### src/design/bk_consts.svh
`ifndef BK_CONSTS_SVH
`define BK_CONSTS_SVH

//////////////////////////////////////////////////
// Widths
//////////////////////////////////////////////////

// SD buffer and backup RAM word
`define BK_WORD_W      16
`define BK_SD_LBA_W    32
`define BK_SECTOR_W    8
// 256 words per sector
`define BK_BUFF_ADDR_W 8
`define BK_ADDR_W      17
`define BK_IMG_SIZE_W  64

//////////////////////////////////////////////////
// RTC sector layout
//////////////////////////////////////////////////

// Timestamp low/high, then saved time low/mid/high
`define BK_RTC_WORDS   5
`define BK_FILL_WORD   {`BK_WORD_W{1'b1}}

`endif

### src/design/bk_pkg.sv
`include "bk_consts.svh"

package bk_pkg;

	//////////////////////////////////////////////////
	// Data types
	//////////////////////////////////////////////////

	typedef logic [`BK_WORD_W-1:0] word_t;
	typedef logic [`BK_SECTOR_W-1:0] sector_t;

	// Word index inside one sector
	typedef logic [`BK_BUFF_ADDR_W-1:0] buff_addr_t;

	// Sector index sits above the word index
	typedef logic [`BK_ADDR_W-1:0] bk_addr_t;

	typedef logic [31:0] rtc_stamp_t;
	typedef logic [47:0] rtc_saved_t;

	//////////////////////////////////////////////////
	// Sequencer states
	//////////////////////////////////////////////////

	typedef enum logic [1:0] {
		IDLE,
		REQUEST,
		SECTOR
	} seq_state_t;

endpackage

### src/design/backup_engine.sv
`timescale 1ns/10ps
`include "bk_consts.svh"

module backup_engine (
	input  logic                      clk_sys,
	input  logic                      reset,

	// Cartridge and menu side
	input  logic                      downloading,
	input  logic                      cart_has_save,
	input  logic                      cram_wr,
	input  logic                      osd_status,
	input  logic                      autosave_en,
	input  logic                      load_cmd,
	input  logic                      save_cmd,
	input  bk_pkg::sector_t           ram_mask_file,
	input  logic                      rtc_inuse,
	input  bk_pkg::rtc_stamp_t        rtc_timestamp,
	input  bk_pkg::rtc_saved_t        rtc_savedtime,
	output logic                      sav_supported,
	output logic                      sav_pending,
	output logic                      bk_loading,

	// SD host side
	input  logic                      img_mounted,
	input  logic                      img_readonly,
	input  logic [`BK_IMG_SIZE_W-1:0] img_size,
	input  logic                      sd_ack,
	input  bk_pkg::buff_addr_t        sd_buff_addr,
	input  logic                      sd_buff_wr,
	output logic                      sd_rd,
	output logic                      sd_wr,
	output logic [`BK_SD_LBA_W-1:0]   sd_lba,
	output bk_pkg::word_t             sd_buff_din,
	output logic                      busy,

	// Backup RAM port
	input  bk_pkg::word_t             bk_q,
	output bk_pkg::bk_addr_t          bk_addr,
	output logic                      bk_wr,
	output logic                      bk_rtc_wr
);

	logic            load_req;
	logic            save_req;
	logic            clear;
	logic            advance;
	logic            last_sector;
	logic            rtc_sector;
	bk_pkg::sector_t sector;

	//////////////////////////////////////////////////
	// Control
	//////////////////////////////////////////////////

	save_tracker u_save_tracker (
		.clk_sys       (clk_sys),
		.reset         (reset),
		.downloading   (downloading),
		.img_mounted   (img_mounted),
		.img_readonly  (img_readonly),
		.img_size      (img_size),
		.cart_has_save (cart_has_save),
		.cram_wr       (cram_wr),
		.osd_status    (osd_status),
		.autosave_en   (autosave_en),
		.load_cmd      (load_cmd),
		.save_cmd      (save_cmd),
		.busy          (busy),
		.load_req      (load_req),
		.save_req      (save_req),
		.sav_supported (sav_supported),
		.sav_pending   (sav_pending)
	);

	sector_sequencer u_sector_sequencer (
		.clk_sys     (clk_sys),
		.reset       (reset),
		.load_req    (load_req),
		.save_req    (save_req),
		.sd_ack      (sd_ack),
		.last_sector (last_sector),
		.sd_rd       (sd_rd),
		.sd_wr       (sd_wr),
		.busy        (busy),
		.loading     (bk_loading),
		.clear       (clear),
		.advance     (advance)
	);

	sector_counter u_sector_counter (
		.clk_sys     (clk_sys),
		.reset       (reset),
		.clear       (clear),
		.advance     (advance),
		.ram_mask    (ram_mask_file),
		.rtc_inuse   (rtc_inuse),
		.sector      (sector),
		.sd_lba      (sd_lba),
		.last_sector (last_sector),
		.rtc_sector  (rtc_sector)
	);

	//////////////////////////////////////////////////
	// Data
	//////////////////////////////////////////////////

	sector_data_path u_sector_data_path (
		.sector        (sector),
		.rtc_sector    (rtc_sector),
		.sd_buff_addr  (sd_buff_addr),
		.sd_buff_wr    (sd_buff_wr),
		.sd_ack        (sd_ack),
		.bk_q          (bk_q),
		.rtc_timestamp (rtc_timestamp),
		.rtc_savedtime (rtc_savedtime),
		.bk_addr       (bk_addr),
		.bk_wr         (bk_wr),
		.bk_rtc_wr     (bk_rtc_wr),
		.sd_buff_din   (sd_buff_din)
	);

endmodule

### src/design/save_tracker.sv
`timescale 1ns/10ps
`include "bk_consts.svh"

module save_tracker (
	input  logic                      clk_sys,
	input  logic                      reset,
	input  logic                      downloading,
	input  logic                      img_mounted,
	input  logic                      img_readonly,
	input  logic [`BK_IMG_SIZE_W-1:0] img_size,
	input  logic                      cart_has_save,
	input  logic                      cram_wr,
	input  logic                      osd_status,
	input  logic                      autosave_en,
	input  logic                      load_cmd,
	input  logic                      save_cmd,
	input  logic                      busy,
	output logic                      load_req,
	output logic                      save_req,
	output logic                      sav_supported,
	output logic                      sav_pending
);

	logic bk_ena;
	logic new_load;
	logic old_downloading;
	logic dl_start;
	logic dl_end;

	assign dl_start = downloading & ~old_downloading;
	assign dl_end   = old_downloading & ~downloading;

	//////////////////////////////////////////////////
	// Backup enable and pending flags
	//////////////////////////////////////////////////

	always_ff @(posedge clk_sys) begin
		if (reset) begin
			old_downloading <= 1'b0;
			bk_ena          <= 1'b0;
			sav_supported   <= 1'b0;
			new_load        <= 1'b0;
			sav_pending     <= 1'b0;
		end else begin
			old_downloading <= downloading;

			// A new cartridge invalidates the old save file
			if (dl_start)
				bk_ena <= 1'b0;
			// Save image gets mounted before the download finishes
			if (downloading & img_mounted & ~img_readonly)
				bk_ena <= 1'b1;

			sav_supported <= cart_has_save & bk_ena;

			// Load the save file once the cartridge is in place
			if (dl_end & bk_ena & (sav_supported | (|img_size)))
				new_load <= 1'b1;
			else if (busy)
				new_load <= 1'b0;

			// Game wrote its RAM outside the menu
			if (cram_wr & ~osd_status & sav_supported)
				sav_pending <= 1'b1;
			else if (busy)
				sav_pending <= 1'b0;
		end
	end

	//////////////////////////////////////////////////
	// Request levels to the sequencer
	//////////////////////////////////////////////////

	always_ff @(posedge clk_sys) begin
		if (reset) begin
			load_req <= 1'b0;
			save_req <= 1'b0;
		end else begin
			load_req <= bk_ena & (load_cmd | new_load);
			// Autosave fires when the menu opens
			save_req <= bk_ena & (save_cmd | (sav_pending & osd_status & autosave_en));
		end
	end

endmodule

### src/design/sector_counter.sv
`timescale 1ns/10ps
`include "bk_consts.svh"

module sector_counter (
	input  logic                    clk_sys,
	input  logic                    reset,
	input  logic                    clear,
	input  logic                    advance,
	input  bk_pkg::sector_t         ram_mask,
	input  logic                    rtc_inuse,
	output bk_pkg::sector_t         sector,
	output logic [`BK_SD_LBA_W-1:0] sd_lba,
	output logic                    last_sector,
	output logic                    rtc_sector
);

	localparam int LBA_PAD_W = `BK_SD_LBA_W - `BK_SECTOR_W;

	logic above_mask;
	logic at_mask;

	//////////////////////////////////////////////////
	// Sector index
	//////////////////////////////////////////////////

	always_ff @(posedge clk_sys) begin
		if (reset)
			sector <= '0;
		else if (clear)
			sector <= '0;
		else if (advance)
			sector <= sector + bk_pkg::sector_t'(1);
	end

	assign sd_lba = {{LBA_PAD_W{1'b0}}, sector};

	//////////////////////////////////////////////////
	// Mask comparisons
	//////////////////////////////////////////////////

	assign above_mask = sector > ram_mask;
	assign at_mask    = sector == ram_mask;

	// The RTC block follows the last RAM sector
	assign rtc_sector = above_mask;

	// One extra sector when the game keeps an RTC
	assign last_sector = rtc_inuse ? above_mask : (above_mask | at_mask);

endmodule

### src/design/sector_data_path.sv
`timescale 1ns/10ps
`include "bk_consts.svh"

module sector_data_path (
	input  bk_pkg::sector_t    sector,
	input  logic               rtc_sector,
	input  bk_pkg::buff_addr_t sd_buff_addr,
	input  logic               sd_buff_wr,
	input  logic               sd_ack,
	input  bk_pkg::word_t      bk_q,
	input  bk_pkg::rtc_stamp_t rtc_timestamp,
	input  bk_pkg::rtc_saved_t rtc_savedtime,
	output bk_pkg::bk_addr_t   bk_addr,
	output logic               bk_wr,
	output logic               bk_rtc_wr,
	output bk_pkg::word_t      sd_buff_din
);

	localparam int PAD_W = `BK_ADDR_W - `BK_SECTOR_W - `BK_BUFF_ADDR_W;

	logic          buff_wr_ack;
	bk_pkg::word_t rtc_words [`BK_RTC_WORDS];

	//////////////////////////////////////////////////
	// Write routing
	//////////////////////////////////////////////////

	assign bk_addr = {{PAD_W{1'b0}}, sector, sd_buff_addr};

	assign buff_wr_ack = sd_buff_wr & sd_ack;

	// RTC sector never reaches the RAM
	assign bk_wr     = buff_wr_ack & ~rtc_sector;
	assign bk_rtc_wr = buff_wr_ack & rtc_sector;

	//////////////////////////////////////////////////
	// Read data
	//////////////////////////////////////////////////

	// RTC sector image in word order
	assign rtc_words[0] = rtc_timestamp[0 +: `BK_WORD_W];
	assign rtc_words[1] = rtc_timestamp[`BK_WORD_W +: `BK_WORD_W];
	assign rtc_words[2] = rtc_savedtime[0 +: `BK_WORD_W];
	assign rtc_words[3] = rtc_savedtime[`BK_WORD_W +: `BK_WORD_W];
	assign rtc_words[4] = rtc_savedtime[2*`BK_WORD_W +: `BK_WORD_W];

	always_comb begin
		sd_buff_din = `BK_FILL_WORD;
		if (!rtc_sector) begin
			sd_buff_din = bk_q;
		end else begin
			for (int i = 0; i < `BK_RTC_WORDS; i++) begin
				if (sd_buff_addr == bk_pkg::buff_addr_t'(i))
					sd_buff_din = rtc_words[i];
			end
		end
	end

endmodule

### src/design/sector_sequencer.sv
`timescale 1ns/10ps

module sector_sequencer (
	input  logic clk_sys,
	input  logic reset,
	input  logic load_req,
	input  logic save_req,
	input  logic sd_ack,
	input  logic last_sector,
	output logic sd_rd,
	output logic sd_wr,
	output logic busy,
	output logic loading,
	output logic clear,
	output logic advance
);

	bk_pkg::seq_state_t state;

	logic load_prev;
	logic save_prev;
	logic ack_q;
	logic ack_prev;
	logic load_rise;
	logic save_rise;
	logic ack_rise;
	logic ack_fall;
	logic start;

	//////////////////////////////////////////////////
	// Edge detection
	//////////////////////////////////////////////////

	assign load_rise = load_req & ~load_prev;
	assign save_rise = save_req & ~save_prev;

	// Ack is sampled once before its edges are used
	assign ack_rise = ack_q & ~ack_prev;
	assign ack_fall = ~ack_q & ack_prev;

	assign start = (state == bk_pkg::IDLE) & (load_rise | save_rise);

	// Counter controls take effect on the same edge as the state change
	assign clear   = start;
	assign advance = (state == bk_pkg::SECTOR) & ack_fall & ~last_sector;
	assign busy    = state != bk_pkg::IDLE;

	//////////////////////////////////////////////////
	// State machine
	//////////////////////////////////////////////////

	always_ff @(posedge clk_sys) begin
		if (reset) begin
			state     <= bk_pkg::IDLE;
			sd_rd     <= 1'b0;
			sd_wr     <= 1'b0;
			loading   <= 1'b0;
			load_prev <= 1'b0;
			save_prev <= 1'b0;
			ack_q     <= 1'b0;
			ack_prev  <= 1'b0;
		end else begin
			load_prev <= load_req;
			save_prev <= save_req;
			ack_q     <= sd_ack;
			ack_prev  <= ack_q;

			case (state)
				bk_pkg::IDLE: begin
					// Load wins when both rise together
					if (start) begin
						loading <= load_rise;
						sd_rd   <= load_rise;
						sd_wr   <= ~load_rise;
						state   <= bk_pkg::REQUEST;
					end
				end

				bk_pkg::REQUEST: begin
					// Host has taken the sector
					if (ack_rise) begin
						sd_rd <= 1'b0;
						sd_wr <= 1'b0;
						state <= bk_pkg::SECTOR;
					end
				end

				bk_pkg::SECTOR: begin
					if (ack_fall) begin
						if (last_sector) begin
							loading <= 1'b0;
							state   <= bk_pkg::IDLE;
						end else begin
							sd_rd <= loading;
							sd_wr <= ~loading;
							state <= bk_pkg::REQUEST;
						end
					end
				end

				default: state <= bk_pkg::IDLE;
			endcase
		end
	end

endmodule

### config.mk
export PLATFORM = sky130hd
export DESIGN_NAME = backup_engine
export DESIGN_NICKNAME = d
export VERILOG_FILES = /design/src/design/bk_pkg.sv /design/src/design/backup_engine.sv /design/src/design/save_tracker.sv /design/src/design/sector_counter.sv /design/src/design/sector_data_path.sv /design/src/design/sector_sequencer.sv
export VERILOG_INCLUDE_DIRS = /design/src /design/src/design
export SDC_FILE = /design/constraint.sdc
export NUM_CORES = 1
export LEC_CHECK = 0
export ABC_CLOCK_PERIOD_IN_PS = 2300
export BUFFER_PORTS_ARGS = -buffer_cell sky130_fd_sc_hd__buf_2
export CELL_PAD_IN_SITES_DETAIL_PLACEMENT = 1
export CELL_PAD_IN_SITES_GLOBAL_PLACEMENT = 1
export CORE_MARGIN = 2
export CORE_UTILIZATION = 22
export CTS_CLUSTER_DIAMETER = 150
export DETAILED_ROUTE_END_ITERATION = 12
export PLACE_DENSITY_LB_ADDON = 0.1
export SYNTH_ARGS = -nofsm -noshare
export SYNTH_HDL_FRONTEND = slang
export SYNTH_SLANG_ARGS = --single-unit
### constraint.sdc
create_clock -name clk_sys -period 2.3 [get_ports clk_sys]
set_clock_uncertainty 0.1 [all_clocks]
set_input_delay 0.345 -clock clk_sys [delete_from_list [all_inputs] [get_ports clk_sys]]
set_output_delay 0.345 -clock clk_sys [all_outputs]
set_load 0.1 [all_outputs]
==> summary.md <==
| Metric | Value |
|---|---|
| Final ANT Viol Nets | `0` |
| Cts bufs inserted | `3` |
| Post-synthesis cell type count | `between 40 and 50` |
| CP max stage cell | `dfxtp_4` |
| Async set-reset flop share out of synthesis | `0%` |
| Worst path required time | `1860 ps` |
| Max Cap Violations | `0` |
| Total track usage | `approximately 17%` |
| Routability congestion estimate | `0.840` |
| Pwr Total | `1970 µW` |
| Crit path capture type | `output pin` |
| Core area | `12000 µm²` |
| Synthesized area per cell | `8.23 µm²` |
| CTS Buffer Depth | `2` |
| Synthesized instance count | `330` |
| Fin crit share | `115%` |
| Post-DP HPWL | `10.4 mm` |
| Status | `finished, violations left` |
| Util after Layout | `38.9%` |
| Number of synthesized flops with an enable pin | `0` |
| CP most frequent cell | `buf_12` |
| Peak VDD IR | `251 µV` |
| Clock root buffer | `clkbuf_16` |
| Residual overflow from global routing | `0` |
| Vias in the first global route | `roughly 3500` |
| RSZ-0062 raised after global routing | `yes` |
| Placed cells | `approximately 700` |
| NumNets Final | `777` |
| Fmax | `~380 MHz` |
| Cell Count, Final, Fillers Out | `719` |
| Routed WL | `11.8 mm` |
| Register area share after synthesis | `~18%` |
| Slew @ Worst Pin | `just over 500 ps` |
| Drt drc | `0` |
| I/O pins | `263` |
| Crit path max-delay family | `buffers and inverters` |
| Worst EP arrival | `2200 ps` |
| Row cnt | `40` |
| Horiz. Die Dim | `115 µm` |
| CTS tree | `done` |
| Flop2flop setup slack | `around 50 ps` |
| YS warnings | `0` |
| Tmin final | `2640 ps` |
| Post-route setup TNS | `-5690 ps` |
| Clock transition at path regs | `60 ps` |
| Primary FF master, synth | `dfxtp_1` |
| Worst setup margin | `-343 ps` |
| First-pass GRT wire length | `17.9 mm` |
| CTS sink count | `24` |
| Crit path buf inv count | `3` |
| DR WL/cell | `16.4 µm` |
| Pwr Density | `approximately 420 nW/µm²` |
| PortBufs | `237` |
| Initial Util | `22.6%` |
| Leakage | `approximately 0.0024 µW` |
| Register bit total from synthesis | `24` |
| Slew Limit Fails | `0` |
| Final hold vios | `0` |
| Critical Path Source Type | `flip-flop` |
| Failing checks | `negative setup slack` |
| Later-pin clock latency in the skew report | `260 ps` |
| Die area | `13300 µm²` |
| Crit path cell chain | `ha_4 > nor2b_4 > o211a_1 > o21bai_2 > a21oi_4 > buf_12 > clkbuf_16 > mux2_4 > buf_12` |
| Height of the die | `115 µm` |
| Vias per cell | `4.52` |
| Setup CP Type | `reg -> out` |
| HP Class | `in -> reg` |
| Antenna cells | `0` |
| Antenna violations before repair | `0` |
| H-Tree Depth | `1` |
| Area growth syn-to-layout | `72.0%` |
| DRT Pass-1 Iters | `4` |
| Final setup fails | `18` |
| Share of cells above drive strength 1 | `58.0%` |
| Worst Path Max Fanout | `4` |
| Worst rel slew slack | `65.9%` |
| Max incr delay on CP | `roughly 350 ps` |
| Vias post-DR | `~3300` |
| Initial DRC count | `80` |
| Largest net degree at the start of global routing | `23` |
| Mapped Area | `2720 µm²` |
-- tightest hold or removal path, stage by stage --
cell and delay [ps]:
buf_2 80, a31oi_1 30, nor2_1 70
-- cell usage in the layout (no fill, tap or decap), types with 3 or more instances in the layout --
master     count
nor4_1        17
inv_1         32
ha_4           3
mux2_2         5
clkbuf_16      5
nand4_1        7
dfxtp_4        8
nand3_1        8
nor2b_1        6
conb_1        25
nand2_1       16
and3_1         5
buf_12        22
o21ai_0        3
nand2b_1       4
mux4_2        16
buf_2        219
dfxtp_1       15
ha_1          10
nand3b_1       4
nor2_1        26
mux2_4        13
a21oi_1       26
buf_4         22
nor3_1         6
mux2i_1        8
or3_1          6
-- synth_stat cells (2+ instances only) --
cell	count	share of area, %
nand3_1	8	1.5
nand4_1	7	1.6
buf_1	2	0.28
nor4_1	17	3.9
o21ai_0	3	0.55
clkbuf_1	5	0.69
ha_1	14	6.4
inv_1	33	4.6
mux2_2	18	7.5
dfxtp_1	24	18
mux4_2	16	13
a221oi_1	3	0.97
a22oi_1	2	0.55
or3_1	6	1.4
nor2b_1	7	1.6
nand2b_1	4	0.92
a21oi_1	28	5.2
nor2_1	27	3.7
buf_2	4	0.74
mux2i_1	8	2.9
nand3b_1	4	1.1
and3_1	6	1.4
nor3_1	6	1.1
buf_4	41	11
nand2_1	16	2.2
a311o_1	2	0.74
-- metal layers --
layer | up-vias | wire length [µm] | track usage [%]
met5 | - | 0 | 0
met4 | 0 | 68 | 2.65
met3 | 7 | 806 | 4.53
met2 | 125 | 6320 | 32.3
met1 | 1507 | 4600 | 19.1
li1 | 1611 | - | -
-- layout make-up --
class	instances	area (µm²)
fill	1512	7340
multi-input combinational	244	2000
timing repair buffer	267	1770
sequential	24	512
tap	147	184
inverter	33	124
clock buffer	3	75.1
clock inverter	1	3.75
-- sequential cells by signal, summed over array words and instances (netlist names) --
| register | flops |
|---|---|
| u_sector_counter.sector | 8 |
| u_sector_sequencer.state | 2 |
| u_save_tracker.bk_ena | 1 |
| u_save_tracker.load_req | 1 |
| u_save_tracker.new_load | 1 |
| u_save_tracker.old_downloading | 1 |
| u_save_tracker.sav_pending | 1 |
| u_save_tracker.sav_supported | 1 |
| u_save_tracker.save_req | 1 |
| u_sector_sequencer.ack_prev | 1 |
| u_sector_sequencer.ack_q | 1 |
| u_sector_sequencer.load_prev | 1 |
| u_sector_sequencer.loading | 1 |
| u_sector_sequencer.save_prev | 1 |
| u_sector_sequencer.sd_rd | 1 |
| u_sector_sequencer.sd_wr | 1 |
-- cells by family (layout without fill, tap and decap cells) --
group,count (synthesis),count (layout),synth area share (%)
multiplexers,42,42,23.7
adder cells (fa/ha/maj),14,14,6.45
flip-flops,24,24,17.7
buffers and inverters,86,304,18.0
other,1,25,0.138
AO/OA/AOI/OAI,51,51,12.2
AND/OR/NAND/NOR,112,112,21.9
-- report_power, final --
group          switching [µW]  total, µW  internal [µW]
combinational             759       1140            379
clock                     149        382            232
sequential               19.4        452            433
-- timing repair --
item | 4_1_cts | 5_1_grt
setup buffers | 0 | 2
hold buffers | 0 | 0
gates resized for setup | 5 | 8
cloned | 0 | 3
pin swaps | 0 | 6
setup endpoints to repair | 20 | 24
-- path summary, 6_finish.rpt --
| path | end | cells after the start | from |
|---|---|---|---|
| min | u_save_tracker.save_req | 3 | save_cmd |
| max | sd_buff_din[14] | 9 | u_sector_counter.sector[1] |
| min reg2reg | u_sector_sequencer.sd_wr | 2 | u_sector_sequencer.sd_wr |
| max reg2reg | u_sector_counter.sector[0] | 7 | u_sector_counter.sector[5] |
-- per-stage QoR --
step	area (µm²)	setup WS (ps)	hold WS, ps
finish	4670	-343	202
global route	4670	-411	208
CTS	4550	-385	196
detailed placement	4450	-241	361
global placement	4450	-199	350
floorplan	2960	-214	338
(Power assumes the default switching activity.)
